[src/source/core_settings.svh]
`ifndef CORE_SETTINGS_SVH
`define CORE_SETTINGS_SVH

// datapath and storage sizes
`define CORE_XLEN       32
`define CORE_REG_COUNT  32
`define CORE_REG_BITS   5
`define CORE_PC_BITS    8
`define CORE_IMEM_DEPTH 256
`define CORE_DMEM_DEPTH 256

// instruction fields
`define CORE_OP_MSB     31
`define CORE_OP_LSB     26
`define CORE_RS_MSB     25
`define CORE_RS_LSB     21
`define CORE_RT_MSB     20
`define CORE_RT_LSB     16
`define CORE_RD_MSB     15
`define CORE_RD_LSB     11
`define CORE_IMM_MSB    15
`define CORE_IMM_LSB    0

`endif

[src/source/core_pkg.sv]
`default_nettype none

`include "core_settings.svh"

package core_pkg;

  typedef logic [`CORE_XLEN-1:0]                  word_t;
  typedef logic [`CORE_XLEN-1:0]                  instr_t;
  typedef logic [`CORE_REG_BITS-1:0]              reg_addr_t;
  typedef logic [`CORE_PC_BITS-1:0]               pc_t;
  typedef logic [`CORE_IMM_MSB-`CORE_IMM_LSB:0]   imm_t;

  typedef enum logic [`CORE_OP_MSB-`CORE_OP_LSB:0] {
    op_nop  = 6'd0,
    op_add  = 6'd1,
    op_sub  = 6'd2,
    op_and  = 6'd3,
    op_or   = 6'd4,
    op_slt  = 6'd5,
    op_addi = 6'd6,
    op_lw   = 6'd7,
    op_sw   = 6'd8,
    op_beq  = 6'd9,
    op_j    = 6'd10
  } opcode_e;

  typedef enum logic [2:0] {
    alu_add,
    alu_sub,
    alu_and,
    alu_or,
    alu_slt
  } alu_op_e;

  typedef struct packed {
    logic    reg_write;
    logic    mem_read;
    logic    mem_write;
    logic    alu_src;
    logic    branch;
    logic    jump;
    alu_op_e alu_op;
  } ctrl_t;

  typedef struct packed {
    logic   valid;
    pc_t    pc;
    instr_t instr;
  } fetch_t;

  typedef struct packed {
    logic      valid;
    ctrl_t     ctrl;
    reg_addr_t rs;
    reg_addr_t rt;
    reg_addr_t dst;
    word_t     a;
    word_t     b;
    imm_t      imm;
  } id_ex_t;

  typedef struct packed {
    logic      valid;
    logic      reg_write;
    logic      mem_read;
    logic      mem_write;
    reg_addr_t dst;
    word_t     result;
    word_t     store_data;
  } ex_mem_t;

  // register result and core output
  typedef struct packed {
    logic      valid;
    reg_addr_t dst;
    word_t     data;
  } wb_t;

  typedef struct packed {
    logic taken;
    pc_t  target;
  } redirect_t;

endpackage

`default_nettype wire

[src/source/register_file.sv]
`default_nettype none

`include "core_settings.svh"

module register_file (
  input  logic                clk,
  input  logic                arst_n,
  input  core_pkg::reg_addr_t rs,
  input  core_pkg::reg_addr_t rt,
  output core_pkg::word_t     a,
  output core_pkg::word_t     b,
  input  core_pkg::wb_t       wb
);

  core_pkg::word_t regs [`CORE_REG_COUNT];

  always_ff @(posedge clk or negedge arst_n) begin
    if (!arst_n) begin
      for (int i = 0; i < `CORE_REG_COUNT; i++) begin
        regs[i] <= '0;
      end
    end else if (wb.valid) begin
      regs[wb.dst] <= wb.data;
    end
  end

  // write-through on a same-cycle write
  assign a = (wb.valid && wb.dst == rs) ? wb.data : regs[rs];
  assign b = (wb.valid && wb.dst == rt) ? wb.data : regs[rt];

endmodule

`default_nettype wire

[src/source/decode_stage.sv]
`default_nettype none

`include "core_settings.svh"

module decode_stage (
  input  logic                clk,
  input  logic                arst_n,
  input  core_pkg::fetch_t    fetch,
  input  core_pkg::redirect_t redirect,
  input  core_pkg::wb_t       wb,
  output logic                stall,
  output core_pkg::id_ex_t    id_ex
);

  core_pkg::opcode_e   opcode;
  core_pkg::reg_addr_t rs;
  core_pkg::reg_addr_t rt;
  core_pkg::reg_addr_t rd;
  core_pkg::reg_addr_t dst;
  core_pkg::imm_t      imm;
  core_pkg::ctrl_t     ctrl;
  core_pkg::word_t     a;
  core_pkg::word_t     b;

  //////////////////////////////////////////////////
  // fields and control
  //////////////////////////////////////////////////

  assign opcode = core_pkg::opcode_e'(fetch.instr[`CORE_OP_MSB:`CORE_OP_LSB]);
  assign rs     = fetch.instr[`CORE_RS_MSB:`CORE_RS_LSB];
  assign rt     = fetch.instr[`CORE_RT_MSB:`CORE_RT_LSB];
  assign rd     = fetch.instr[`CORE_RD_MSB:`CORE_RD_LSB];
  assign imm    = fetch.instr[`CORE_IMM_MSB:`CORE_IMM_LSB];

  always_comb begin
    ctrl = '0;
    dst  = rd;
    case (opcode)
      core_pkg::op_add: ctrl.reg_write = 1'b1;
      core_pkg::op_sub: begin
        ctrl.reg_write = 1'b1;
        ctrl.alu_op    = core_pkg::alu_sub;
      end
      core_pkg::op_and: begin
        ctrl.reg_write = 1'b1;
        ctrl.alu_op    = core_pkg::alu_and;
      end
      core_pkg::op_or: begin
        ctrl.reg_write = 1'b1;
        ctrl.alu_op    = core_pkg::alu_or;
      end
      core_pkg::op_slt: begin
        ctrl.reg_write = 1'b1;
        ctrl.alu_op    = core_pkg::alu_slt;
      end
      core_pkg::op_addi: begin
        ctrl.reg_write = 1'b1;
        ctrl.alu_src   = 1'b1;
        dst            = rt;
      end
      core_pkg::op_lw: begin
        ctrl.reg_write = 1'b1;
        ctrl.mem_read  = 1'b1;
        ctrl.alu_src   = 1'b1;
        dst            = rt;
      end
      core_pkg::op_sw: begin
        ctrl.mem_write = 1'b1;
        ctrl.alu_src   = 1'b1;
      end
      core_pkg::op_beq: ctrl.branch = 1'b1;
      core_pkg::op_j:   ctrl.jump   = 1'b1;
      default:          ctrl = '0;
    endcase
    // r0 is never written
    if (dst == '0) begin
      ctrl.reg_write = 1'b0;
    end
  end

  register_file u_register_file (
    .clk    (clk),
    .arst_n (arst_n),
    .rs     (rs),
    .rt     (rt),
    .a      (a),
    .b      (b),
    .wb     (wb)
  );

  // load-use hazard against the load now in execute
  assign stall = fetch.valid && id_ex.valid && id_ex.ctrl.mem_read &&
                 (id_ex.dst == rs || id_ex.dst == rt);

  always_ff @(posedge clk or negedge arst_n) begin
    if (!arst_n) begin
      id_ex <= '0;
    end else if (redirect.taken || stall) begin
      id_ex <= '0;
    end else begin
      id_ex.valid <= fetch.valid;
      id_ex.ctrl  <= ctrl;
      id_ex.rs    <= rs;
      id_ex.rt    <= rt;
      id_ex.dst   <= dst;
      id_ex.a     <= a;
      id_ex.b     <= b;
      id_ex.imm   <= imm;
    end
  end

endmodule

`default_nettype wire

[config.mk]
export PLATFORM = sky130hd
export DESIGN_NAME = decode_stage
export DESIGN_NICKNAME = d
export VERILOG_FILES = /design/src/source/core_pkg.sv /design/src/source/register_file.sv /design/src/source/decode_stage.sv
export VERILOG_INCLUDE_DIRS = /design/src /design/src/source
export SDC_FILE = /design/constraint.sdc
export NUM_CORES = 2
export LEC_CHECK = 0
export ABC_AREA = 1
export BUFFER_PORTS_ARGS = -buffer_cell sky130_fd_sc_hd__buf_2
export CAP_MARGIN = 15
export CELL_PAD_IN_SITES_DETAIL_PLACEMENT = 1
export CELL_PAD_IN_SITES_GLOBAL_PLACEMENT = 1
export CORE_UTILIZATION = 41
export DETAILED_ROUTE_END_ITERATION = 10
export HOLD_SLACK_MARGIN = 0.03
export PLACE_DENSITY_LB_ADDON = 0.3
export SLEW_MARGIN = 20
export SYNTH_ARGS = -nofsm -noshare
export SYNTH_HDL_FRONTEND = slang
export SYNTH_SLANG_ARGS = --single-unit
[constraint.sdc]
create_clock -name clk -period 1.4 [get_ports clk]
set_input_delay 0.14 -clock clk [delete_from_list [all_inputs] [get_ports clk]]
set_output_delay 0.14 -clock clk [all_outputs]
set_load 0.01 [all_outputs]
==> key figures <==
STA
  • Final Skew: 0.0237 ns
  • Final Hold Slack: a little under 0.1 ns
  • Final Setup Violations: 211
  • Slew @ Worst Pin: a little over 0.7 ns
  • Post-route setup slack: -0.882 ns
  • Slew headroom: 0.526
  • Hold Fails Final Rpt: 0
  • Max Freq: 438 MHz
  • Min cycle time layout: roughly 2.3 ns
  • Final Max Slew Viols: 0
  • Tcrit/Tclk final: 1.63
  • RSZ-0062 raised after global routing: true

Yosys
  • Synth Area in Simple Gates: 0.374
  • Async set or reset register ratio after synthesis: 1.00
  • Synth Flop Type: dfrtp_1
  • Synthesized net count: between 9000 and 10000
  • Post-synth EDFFs: 0
  • Post-synth top cells: nand2_1, nand3_1, dfrtp_1, o21ai_0, inv_1
  • Largest family of logic cells by synthesized area: simple AND/OR/NAND/NOR gates
  • Gate Count Post-Synth: slightly above 9000
  • Syn. warnings: 0
  • Count leader, synth: nand2_1
  • Post-synthesis mux area share: 0
  • Synthesized area: between 0.06 and 0.07 mm^2
  • Syn avg cell area: between 6 and 7 um^2
  • XOR/XNOR Fraction of Synth Area: 0.000419
  • Cell variety after synth: 23
  • Adder-cell area share of the yosys netlist: 0
  • Post-synthesis sequential area ratio: 0.451
  • FF+latch count, synth: ~1100
  • Synth Area in Compound Gates: 0.0836
  • Yosys top cell area share: 0.451
  • Biggest area consumer among synthesized cells: dfrtp_1
  • Leading post-synthesis cells by cell area: dfrtp_1, nand2_1, nand3_1, o21ai_0, inv_1

Die
  • Full die area: approximately 0.15 mm^2
  • CORE AREA: roughly 0.15 mm^2
  • Starting Density: 0.413
  • Cell row count: 143
  • Boundary Pins: approximately 200
  • Die Wd: between 300 and 400 um
  • Die height: 393 um

Global route
  • Global-route wire length before repair: approximately 450000 um
  • Pin count of the biggest net entering global routing: 81
  • GRT Resource Usage Total: 0.386
  • Initial antenna violation count: 14
  • Grt total ovfl: 0
  • Number of global-route vias before repair: about 73000

Detailed routing
  • WL final: about 300000 um
  • Routed vias/inst: roughly 6
  • Drt wl/cell: between 20 and 30 um
  • DRC Markers: 0
  • Post-route ant nets: 0
  • DRT iter0 DRCs: 7919
  • Initial DRT Pass Iterations: 6
  • Vias: ~71000

Outcome
  • Failing checks: negative setup slack
  • Status: finished with violations

CTS
  • CTS root buf: clkbuf_16
  • TritonCTS clock tree: done
  • Depth of the CTS H-tree: 4
  • TritonCTS Sinks: about 1100
  • Clock Pin Slew Worst Setup and Hold Paths: around 0.060 ns
  • CTS Buf Count: between 100 and 150
  • Max Buffers Root-to-Sink: 3
  • Worst-skew pair later-pin latency: 0.80 ns

Hold path
  • Type of the tightest min-delay check: in2reg
  • Hold path cells: 4
  • Hold path endpoint: id_ex[0]
  • Min-delay src: fetch[0]

Critical path
  • Crit path launch type: flop
  • Crit end category: output port
  • R2R cell count: 16
  • Crit path max fanout: 4
  • R2r setup slk: -0.85 ns
  • Critical path required time: 1.26 ns
  • Kind of critical path: reg2out
  • Worst EP arrival: approximately 2.1 ns
  • Worst reg2reg endpoint: id_ex[65]
  • RR Startpoint: id_ex[82]

Job
  • Max-cap viol count: 0

Placed design
  • Post-Place Setup Slack: -0.465 ns
  • Placed Cells incl. Taps: between 10000 and 15000
  • Gpl congestion: around 0.90
  • IO buf count: approximately 180
  • Placed cell areas: a little over 0.07 mm^2
  • Dpl hpwl: 193000 um

Final layout
  • Non-Filler Instances: approximately 12000
  • Layout cell share with drive strength beyond 1: 0.124
  • Register Area: 0.0283 mm^2
  • Final instance area: 0.0785 mm^2
  • Multi-input logic area: just under 0.03 mm^2
  • Fill cell count: 19270
  • Area growth, synth to finish: 25.3%
  • Nets: 9788

Power and ir drop
  • Leakage power: 0.0399 uW
  • Worst VDD drop: 1.18 mV
  • Power Dens Cells: about 1300 mW/mm^2
[how the worst max path moves through the flow]
stage,to,startpoint,slack (ns)
floorplan,u_register_file.regs[75],wb[33],-0.09
global placement,id_ex[73],fetch[24],-0.41
detailed placement,id_ex[40],fetch[19],-0.47
CTS,stall,id_ex[83],-0.83
global route,stall,id_ex[82],-0.95
finish,stall,id_ex[82],-0.88
[critical path: stages (launching register included)]
cell and delay [ns]:
dfrtp_2 0.48, nand2_1 0.10, nand2_1 0.06, nor2_1 0.11
nand3_1 0.12, nand2_2 0.10, nand2_2 0.06, buf_6 0.16
inv_4 0.05, buf_6 0.09
[routing by layer]
layer / global-route usage / up-vias / wire length, um
met5: 0 / - / 46
met4: 0.199 / 8 / 16000
met3: 0.0838 / 1011 / 30200
met2: 0.599 / 3928 / 135000
met1: 0.506 / 35527 / 121000
li1: - / 30357 / -
[registers in the layout (all words and copies together), names as in the netlist]
register	count
id_ex	105
u_register_file.regs	1024
[cells by family after synthesis]
family / Yosys count
and+or+nand+nor: 5648
DFF: 1129
buffers and inverters: 1507
AOI/OAI and AO/OA: 1045
xor gates and xnor gates: 3
[cell type report]
type / instances / area share
diodes: 12 / 0.000383
clock buffers: 204 / 0.0535
clock inverters: 42 / 0.00669
inverters: 782 / 0.0381
multi-input cells: 6696 / 0.370
flip-flops and latches: 1129 / 0.360
well taps: 2030 / 0.0324
repair buffers: 954 / 0.139
[metrics by stage]
stage / TNS (ns) / utilization / total power [uW]
final: -86.41 / 0.517 / 105000
after global routing: -97.35 / 0.517 / 109000
after CTS: -85.74 / 0.514 / 104000
after detailed placement: -193.51 / 0.474 / 65500
after global placement: -150.57 / 0.474 / 63900
after floorplan: -4.09 / - / 55900
[power breakdown]
| part | internal, uW | leakage (uW) | switching, uW | total [uW] |
|---|---|---|---|---|
| combinational | 8780 | 0.0231 | 14900 | 23700 |
| clock | 22600 | 0.00234 | 15400 | 38000 |
| sequential | 38600 | 0.0144 | 4460 | 43000 |
[repair_timing]
item,in CTS,in global routing
endpoints found under the hold margin,1885,0
cloned,8,4
hold buffers,63,0
resized for setup,96,67
setup endpoints to repair,211,211
pin swaps,5,20
buffers inserted,21,14
[cell usage in the layout, fill, tap and decap left out, drive strengths merged, types with 17 or more instances in the layout]
master	count
buf	886
nor3	17
clkinv	29
nand2	3677
clkbuf	208
dlygate4sd3	63
nor2	216
inv	783
a21oi	42
o21ai	998
dfrtp	1129
nand3	1735
Note: power is estimated with default switching activity, not from simulation.
