--- src/source/core_settings.svh ---
`ifndef CORE_SETTINGS_SVH
`define CORE_SETTINGS_SVH

// datapath and storage sizes
`define CORE_XLEN       32
`define CORE_REG_COUNT  32
`define CORE_REG_BITS   5
`define CORE_PC_BITS    8
`define CORE_IMEM_DEPTH 256
`define CORE_DMEM_DEPTH 256

// instruction fields
`define CORE_OP_MSB     31
`define CORE_OP_LSB     26
`define CORE_RS_MSB     25
`define CORE_RS_LSB     21
`define CORE_RT_MSB     20
`define CORE_RT_LSB     16
`define CORE_RD_MSB     15
`define CORE_RD_LSB     11
`define CORE_IMM_MSB    15
`define CORE_IMM_LSB    0

`endif

--- src/source/core_pkg.sv ---
`default_nettype none

`include "core_settings.svh"

package core_pkg;

  typedef logic [`CORE_XLEN-1:0]                  word_t;
  typedef logic [`CORE_XLEN-1:0]                  instr_t;
  typedef logic [`CORE_REG_BITS-1:0]              reg_addr_t;
  typedef logic [`CORE_PC_BITS-1:0]               pc_t;
  typedef logic [`CORE_IMM_MSB-`CORE_IMM_LSB:0]   imm_t;

  typedef enum logic [`CORE_OP_MSB-`CORE_OP_LSB:0] {
    op_nop  = 6'd0,
    op_add  = 6'd1,
    op_sub  = 6'd2,
    op_and  = 6'd3,
    op_or   = 6'd4,
    op_slt  = 6'd5,
    op_addi = 6'd6,
    op_lw   = 6'd7,
    op_sw   = 6'd8,
    op_beq  = 6'd9,
    op_j    = 6'd10
  } opcode_e;

  typedef enum logic [2:0] {
    alu_add,
    alu_sub,
    alu_and,
    alu_or,
    alu_slt
  } alu_op_e;

  typedef struct packed {
    logic    reg_write;
    logic    mem_read;
    logic    mem_write;
    logic    alu_src;
    logic    branch;
    logic    jump;
    alu_op_e alu_op;
  } ctrl_t;

  typedef struct packed {
    logic   valid;
    pc_t    pc;
    instr_t instr;
  } fetch_t;

  typedef struct packed {
    logic      valid;
    ctrl_t     ctrl;
    reg_addr_t rs;
    reg_addr_t rt;
    reg_addr_t dst;
    word_t     a;
    word_t     b;
    imm_t      imm;
  } id_ex_t;

  typedef struct packed {
    logic      valid;
    logic      reg_write;
    logic      mem_read;
    logic      mem_write;
    reg_addr_t dst;
    word_t     result;
    word_t     store_data;
  } ex_mem_t;

  // register result and core output
  typedef struct packed {
    logic      valid;
    reg_addr_t dst;
    word_t     data;
  } wb_t;

  typedef struct packed {
    logic taken;
    pc_t  target;
  } redirect_t;

endpackage

`default_nettype wire

--- src/source/execute_stage.sv ---
`default_nettype none

`include "core_settings.svh"

module execute_stage (
  input  logic                clk,
  input  logic                arst_n,
  input  core_pkg::id_ex_t    id_ex,
  input  core_pkg::wb_t       wb,
  output core_pkg::redirect_t redirect,
  output core_pkg::ex_mem_t   ex_mem
);

  core_pkg::word_t op_a;
  core_pkg::word_t op_b;
  core_pkg::word_t alu_b;
  core_pkg::word_t result;

  // newest producer first
  // loads in ex_mem are not ready yet
  function automatic core_pkg::word_t forward(
    input core_pkg::reg_addr_t src,
    input core_pkg::word_t     reg_val,
    input core_pkg::ex_mem_t   em,
    input core_pkg::wb_t       w
  );
    core_pkg::word_t val;
    val = reg_val;
    if (em.valid && em.reg_write && !em.mem_read && em.dst == src) begin
      val = em.result;
    end else if (w.valid && w.dst == src) begin
      val = w.data;
    end
    return val;
  endfunction

  assign op_a  = forward(id_ex.rs, id_ex.a, ex_mem, wb);
  assign op_b  = forward(id_ex.rt, id_ex.b, ex_mem, wb);
  assign alu_b = id_ex.ctrl.alu_src ? core_pkg::word_t'(id_ex.imm) : op_b;

  //////////////////////////////////////////////////
  // alu
  //////////////////////////////////////////////////

  always_comb begin
    case (id_ex.ctrl.alu_op)
      core_pkg::alu_add: result = op_a + alu_b;
      core_pkg::alu_sub: result = op_a - alu_b;
      core_pkg::alu_and: result = op_a & alu_b;
      core_pkg::alu_or:  result = op_a | alu_b;
      core_pkg::alu_slt: result = core_pkg::word_t'($signed(op_a) < $signed(alu_b));
      default:           result = '0;
    endcase
  end

  // absolute word target from the immediate
  assign redirect.taken  = id_ex.valid &&
                           (id_ex.ctrl.jump || (id_ex.ctrl.branch && op_a == op_b));
  assign redirect.target = id_ex.imm[`CORE_PC_BITS-1:0];

  always_ff @(posedge clk or negedge arst_n) begin
    if (!arst_n) begin
      ex_mem <= '0;
    end else begin
      ex_mem.valid      <= id_ex.valid;
      ex_mem.reg_write  <= id_ex.ctrl.reg_write;
      ex_mem.mem_read   <= id_ex.ctrl.mem_read;
      ex_mem.mem_write  <= id_ex.ctrl.mem_write;
      ex_mem.dst        <= id_ex.dst;
      ex_mem.result     <= result;
      ex_mem.store_data <= op_b;
    end
  end

endmodule

`default_nettype wire

--- config.mk ---
export PLATFORM = sky130hd
export DESIGN_NAME = execute_stage
export DESIGN_NICKNAME = d
export VERILOG_FILES = /design/src/source/core_pkg.sv /design/src/source/execute_stage.sv
export VERILOG_INCLUDE_DIRS = /design/src /design/src/source
export SDC_FILE = /design/constraint.sdc
export NUM_CORES = 1
export LEC_CHECK = 0
export BUFFER_PORTS_ARGS = -buffer_cell sky130_fd_sc_hd__buf_2
export CAP_MARGIN = 25
export CORE_MARGIN = 8
export CORE_UTILIZATION = 35
export DETAILED_ROUTE_END_ITERATION = 16
export SLEW_MARGIN = 20
export SYNTH_ARGS = -nofsm -noshare
export SYNTH_HDL_FRONTEND = slang
export SYNTH_SLANG_ARGS = --single-unit
export TNS_END_PERCENT = 30
--- constraint.sdc ---
create_clock -name clk -period 11.7 [get_ports clk]
set_clock_uncertainty 0.2 [all_clocks]
set_input_delay 1.17 -clock clk [delete_from_list [all_inputs] [get_ports clk]]
set_output_delay 1.17 -clock clk [all_outputs]
set_load 0.005 [all_outputs]
==> out/qor.yml, run 1 <==
routing:
  finalWirelength_um: 34000
  avgRoutedWirePerCell_um: 20.6
  post_drt_via_cell_ratio: 5.45
  drt_iter0_drc: 854
  drt_first_pass_iters: 5
  ant_nets: 0
  route.vias.total: 8990
  drc: 0
finish:
  fill_cells: 2579
  antenna_cells: 0
  final_net_count: 1569
  largest-register: "ex_mem"
  area_growth_pct: 17.3
  drive_above_1_share_pct: 23.1
  largest_reg_flops: 73
  fin_util_pct: 41.9
  largestRegisters: "ex_mem x73"
timing:
  setup_viol: 0
  max_clock_freq_mhz: 161
  final.setup.tns_ps: 0
  grt_setup_unrepaired: "no"
  period_minus_slack_ps: 6200
  slew_headroom_pct: 40.4
  tightest_slew_ps: 891
  hold_violations: 0
  min_period_over_period_pct: 53.0
  finalMaxSlewViolations: 0
cts:
  clk_latency_ps: 340
  cts_max_level: 3
  clkSinkCount: 73
  cts_buffers: 9
  cts_resized: 0
  cts_tree: "done"
  cts_hold_buf: 0
  post_cts_buffers: 0
  cts_root_buf: "clkbuf_16"
  clkTransAtPathRegs_ps: 70
  clockBufferDepth: 2
synthesis:
  synth.distinct_cells: 69
  syn_avg_cell_area_um2: 7.88
  async_reset_ff_share_pct: 100
  ys_ff_latch: 73
  synth_edf_count: 0
  netlist_instances: 1145
  synth-warning-count: 0
  synth-main-ff-cell: "dfrtp_1"
  synth_area_mm2: 0.00902
  ys_seq_area_share_pct: 20.3
  syn_nets: 1397
worst_setup_path:
  worstPathMaxFanout: 24
  crit_path_start_kind: "primary input"
  crit_arrival_ps: 6190
  r2r_slack_ps: 6360
  worstSetupPathType: "in2reg"
  critPathRequiredTime_ps: 11700
  cp-end-kind: "flip-flop"
power:
  peakVddDrop_mv: 0.0589
  leakage_nw: 5.12
  powerDensity_mw_per_mm2: 97.9
  p_total_mw: 1.04
die:
  start_util_pct: 35.7
  io_pins: 227
  core_area_mm2: 0.0253
  dieWidth_um: 177
  fp.dieH_um: 177
  row_count: 58
  dieArea_mm2: 0.0312
global_routing:
  grt_max_degree: 74
  antenna_found_initial: 0
  grt_use_total_pct: 21.0
  grt_pass1_wl_um: 51900
  grt_pass1_vias: 8736
  grt.overflow.total: 0
placement:
  gp_congestion: 0.918
  numPortBuffers: 226
  detailed_place_hpwl_um: 27500
job:
  cap_violations: 0
worst_hold_path:
  hp-class: "reg2reg"
run_status:
  outcome: "finished clean"
[path summary, 6_finish.rpt]
path / from / cells past startpoint / endpoint
worst min-delay path: ex_mem[60] / 2 / ex_mem[28]
worst max-delay path: wb[35] / 20 / ex_mem[32]
max in group asynchronous: arst_n / 2 / ex_mem[8]
worst max register to register: ex_mem[65] / 17 / ex_mem[32]
min in group asynchronous: arst_n / 1 / ex_mem[67]
worst min register to register: ex_mem[60] / 2 / ex_mem[28]
[power by group]
group	internal, mW	switching, mW
clock	0.187	0.118
sequential	0.275	0.0212
combinational	0.170	0.265
[worst max-delay path, cell delays in order]
cell	delay (ps)
buf_2	110
xor2_1	170
nor4_1	280
and3_2	430
buf_12	260
mux2i_1	200
nand2_1	60
o21ai_1	220
o21ai_0	210
ha_1	480
inv_2	130
a21oi_1	70
o31ai_1	550
o21bai_1	260
a21oi_1	250
nor2_1	120
o31ai_1	540
a31oi_1	150
o211ai_1	360
o21ai_0	150
[cells in the final DEF (no fill, tap or decap), drive strengths merged, types with 21 or more instances in the layout]
cell   instances
nand2         61
mux2i         68
dfrtp         73
inv          111
nor2         120
a21o          21
ha           105
xnor2         55
o21ai         76
a21oi        140
buf          234
xor2          24
[cell usage after synthesis (all sizes together), types with 12 or more instances]
master	count	area share [%]
a21oi	140	8.4
a211oi	17	1.4
buf	40	3.4
a21o	21	1.7
nand4	18	1.4
o21bai	20	1.7
dfrtp	73	20
nor4	12	1.2
nand2	61	2.5
ha	105	15
xor2	24	2.3
xnor2	55	5.3
o21ai	76	4.2
clkbuf	33	1.4
nand2b	17	1.2
nor2	120	5.0
o22ai	12	0.83
mux2i	68	7.5
inv	110	4.6
mux2	12	1.5
[area by class of cell]
class,count,area (um^2),share of cell area [%]
Multi-Input combinational cell,889,6360,60.1
Sequential cell,73,1830,17.3
Timing Repair Buffer,234,1250,11.8
Inverter,110,413,3.90
Tap cell,330,413,3.90
Clock buffer,9,225,2.13
Clock inverter,6,92.6,0.875
[per-layer routing]
| metal | track usage, % | vias to the layer above | wire length (um) |
|---|---|---|---|
| met5 | 0 | - | 0 |
| met3 | 4.76 | 40 | 2890 |
| li1 | - | 4314 | - |
| met4 | 4.59 | 0 | 622 |
| met1 | 29.1 | 4277 | 15500 |
| met2 | 32.8 | 359 | 15000 |
[logic make-up (layout without fill, tap and decap cells)]
group	after synthesis	after routing	synth area share [%]
and+or+nand+nor	278	278	14.6
adders and majority gates	107	107	15.0
xor gates and xnor gates	79	79	7.67
DFF	73	73	20.3
buffers and inverters	183	359	9.34
AOI/OAI and AO/OA	344	344	23.8
muxes	81	81	9.30
[stage by stage]
stage	instance area, um^2	setup slack (ps)	cells	hold slack (ps)
after floorplan	9020	6520	1145	349
after global placement	10200	4990	1633	372
after detailed placement	10200	4970	1634	371
after CTS	10500	5320	1649	388
after global routing	10600	5190	1651	431
final	10600	5500	1651	399
No activity file was read; power rests on OpenSTA's default activity.
==> inputs of run 2 (changes only) <==
==> constraint.sdc (replaced) <==
create_clock -name clk -period 5.7 [get_ports clk]
set_clock_uncertainty 0.2 [all_clocks]
set_input_delay 0.57 -clock clk [delete_from_list [all_inputs] [get_ports clk]]
set_output_delay 0.57 -clock clk [all_outputs]
set_load 0.005 [all_outputs]
==> out/qor.yml, run 2 (synthesized netlist as in run 1, its figures left out) <==
worst_setup_path:
  crit_path_start_kind: "primary input"
  cp-end-kind: "flip-flop"
  crit_arrival_ps: 5190
  worstSetupPathType: "in2reg"
  r2r_slack_ps: 600
  worstPathMaxFanout: 10
  reg2reg_from: "ex_mem[65]"
  r2r_end: "ex_mem[59]"
  reg2regPathDepth: 17
  critPathRequiredTime_ps: 5680
die:
  io_pins: 227
  row_count: 58
  dieWidth_um: 177
  fp.dieH_um: 177
  core_area_mm2: 0.0253
  dieArea_mm2: 0.0312
  start_util_pct: 35.7
global_routing:
  grt_max_degree: 74
  grt.overflow.total: 0
  grt_pass1_vias: 8878
  grt_pass1_wl_um: 52800
  antenna_found_initial: 0
  grt_use_total_pct: 21.7
timing:
  setup_viol: 0
  finalMaxSlewViolations: 0
  slew_headroom_pct: 39.2
  tightest_slew_ps: 911
  final.setup.tns_ps: 0
  period_minus_slack_ps: 5210
  max_clock_freq_mhz: 192
  grt_setup_unrepaired: "no"
  hold_violations: 0
  layout_setup_ws_ps: 492
  hold_ws_ps: 43.6
  min_period_over_period_pct: 91.4
power:
  powerDensity_mw_per_mm2: 201
  leakage_nw: 5.29
  peakVddDrop_mv: 0.146
finish:
  largestRegisters: "ex_mem x73"
  largest_reg_flops: 73
  regArea_mm2: 0.00183
  layout_commonest_cell: "buf_2"
  drive_above_1_share_pct: 25.0
  final_area_mm2: 0.0108
  stdcell_count: 1685
  final_net_count: 1601
  fill_cells: 2540
  largest-register: "ex_mem"
  area_growth_pct: 19.9
  layout_common_cells: "buf_2, a21oi_1, nor2_1"
  multiInputGateArea_mm2: 0.00636
routing:
  finalWirelength_um: 35200
  ant_nets: 0
  drc: 0
  avgRoutedWirePerCell_um: 20.9
  route.vias.total: 9195
  post_drt_via_cell_ratio: 5.46
  drt_first_pass_iters: 5
  drt_iter0_drc: 878
placement:
  gp_congestion: 0.961
  numPortBuffers: 226
  place_area_mm2: 0.0105
  place_ws_ps: 286
  dp.cells: 1668
  detailed_place_hpwl_um: 28900
cts:
  clockBufferDepth: 2
  clkSinkCount: 73
  clkTransAtPathRegs_ps: 60
  cts_hold_buf: 0
  cts_tree: "done"
  cts_resized: 0
  cts_root_buf: "clkbuf_16"
  cts_buffers: 9
  post_cts_buffers: 0
  cts_max_level: 3
  clk_latency_ps: 360
worst_hold_path:
  hp-class: "in2async"
job:
  cap_violations: 0
run_status:
  outcome: "finished clean"
[run 2: cell types whose count changed in the layout (fill, tap and decap cells not counted), sizes merged]
cell / before / now
inv: 111 / 112
clkinv: 1 / 2
buf: 234 / 266
clkinvlp: 2 / 0
diode: 0 / 1
clkbuf: 9 / 10
[run 2: worst max-delay path by stage]
stage               start    endpoint  slack, ps
6_report           wb[35]  ex_mem[59]        490
4_1_cts        ex_mem[65]  ex_mem[58]        630
3_3_place_gp       wb[35]  ex_mem[59]        260
3_5_place_dp       wb[35]  ex_mem[59]        290
2_1_floorplan      wb[35]  ex_mem[56]       1120
5_1_grt        ex_mem[65]  ex_mem[63]        310
[run 2: per-stage QoR]
stage	power (mW)	util, %
after floorplan	1.17	-
after global placement	1.52	41.4
after detailed placement	1.52	41.5
after CTS	2.16	42.8
after global routing	2.28	42.8
final	2.17	42.8
[run 2: critical path, cell delays in order]
cell	delay [ps]
buf_2	110
xor2_1	160
nor4_1	260
and3_2	470
buf_4	260
buf_4	230
mux2i_1	100
a21o_1	190
o21ai_0	550
ha_1	360
buf_4	180
nand4_1	130
nor3_1	80
a221oi_1	290
o21a_1	200
a21oi_2	90
o311ai_1	350
a31oi_1	160
xnor2_1	320
o22ai_1	130
[run 2: cell type report]
cell class / instances / share of cell area (%)
Sequential cell: 73 / 16.9
Inverter: 110 / 3.82
Clock inverter: 6 / 0.810
Clock buffer: 10 / 2.21
Multi-Input combinational cell: 889 / 58.8
Tap cell: 330 / 3.82
Timing Repair Buffer: 266 / 13.6
Antenna cell: 1 / 0.0231
[run 2: where the power goes]
group	internal [mW]	total [mW]	leakage (nW)	switching (mW)
logic	0.364	0.922	4.23	0.558
clock network	0.397	0.640	0.163	0.243
registers	0.565	0.607	0.891	0.0420
total	1.33	2.17	5.29	0.843
[run 2: routing by layer]
layer	part of all wire (%)	wire (um)	GRT usage (%)
met5	0	0	0
met4	1.7	593	6.20
met3	9.4	3310	3.91
met2	44	15500	33.5
met1	45	15800	30.2
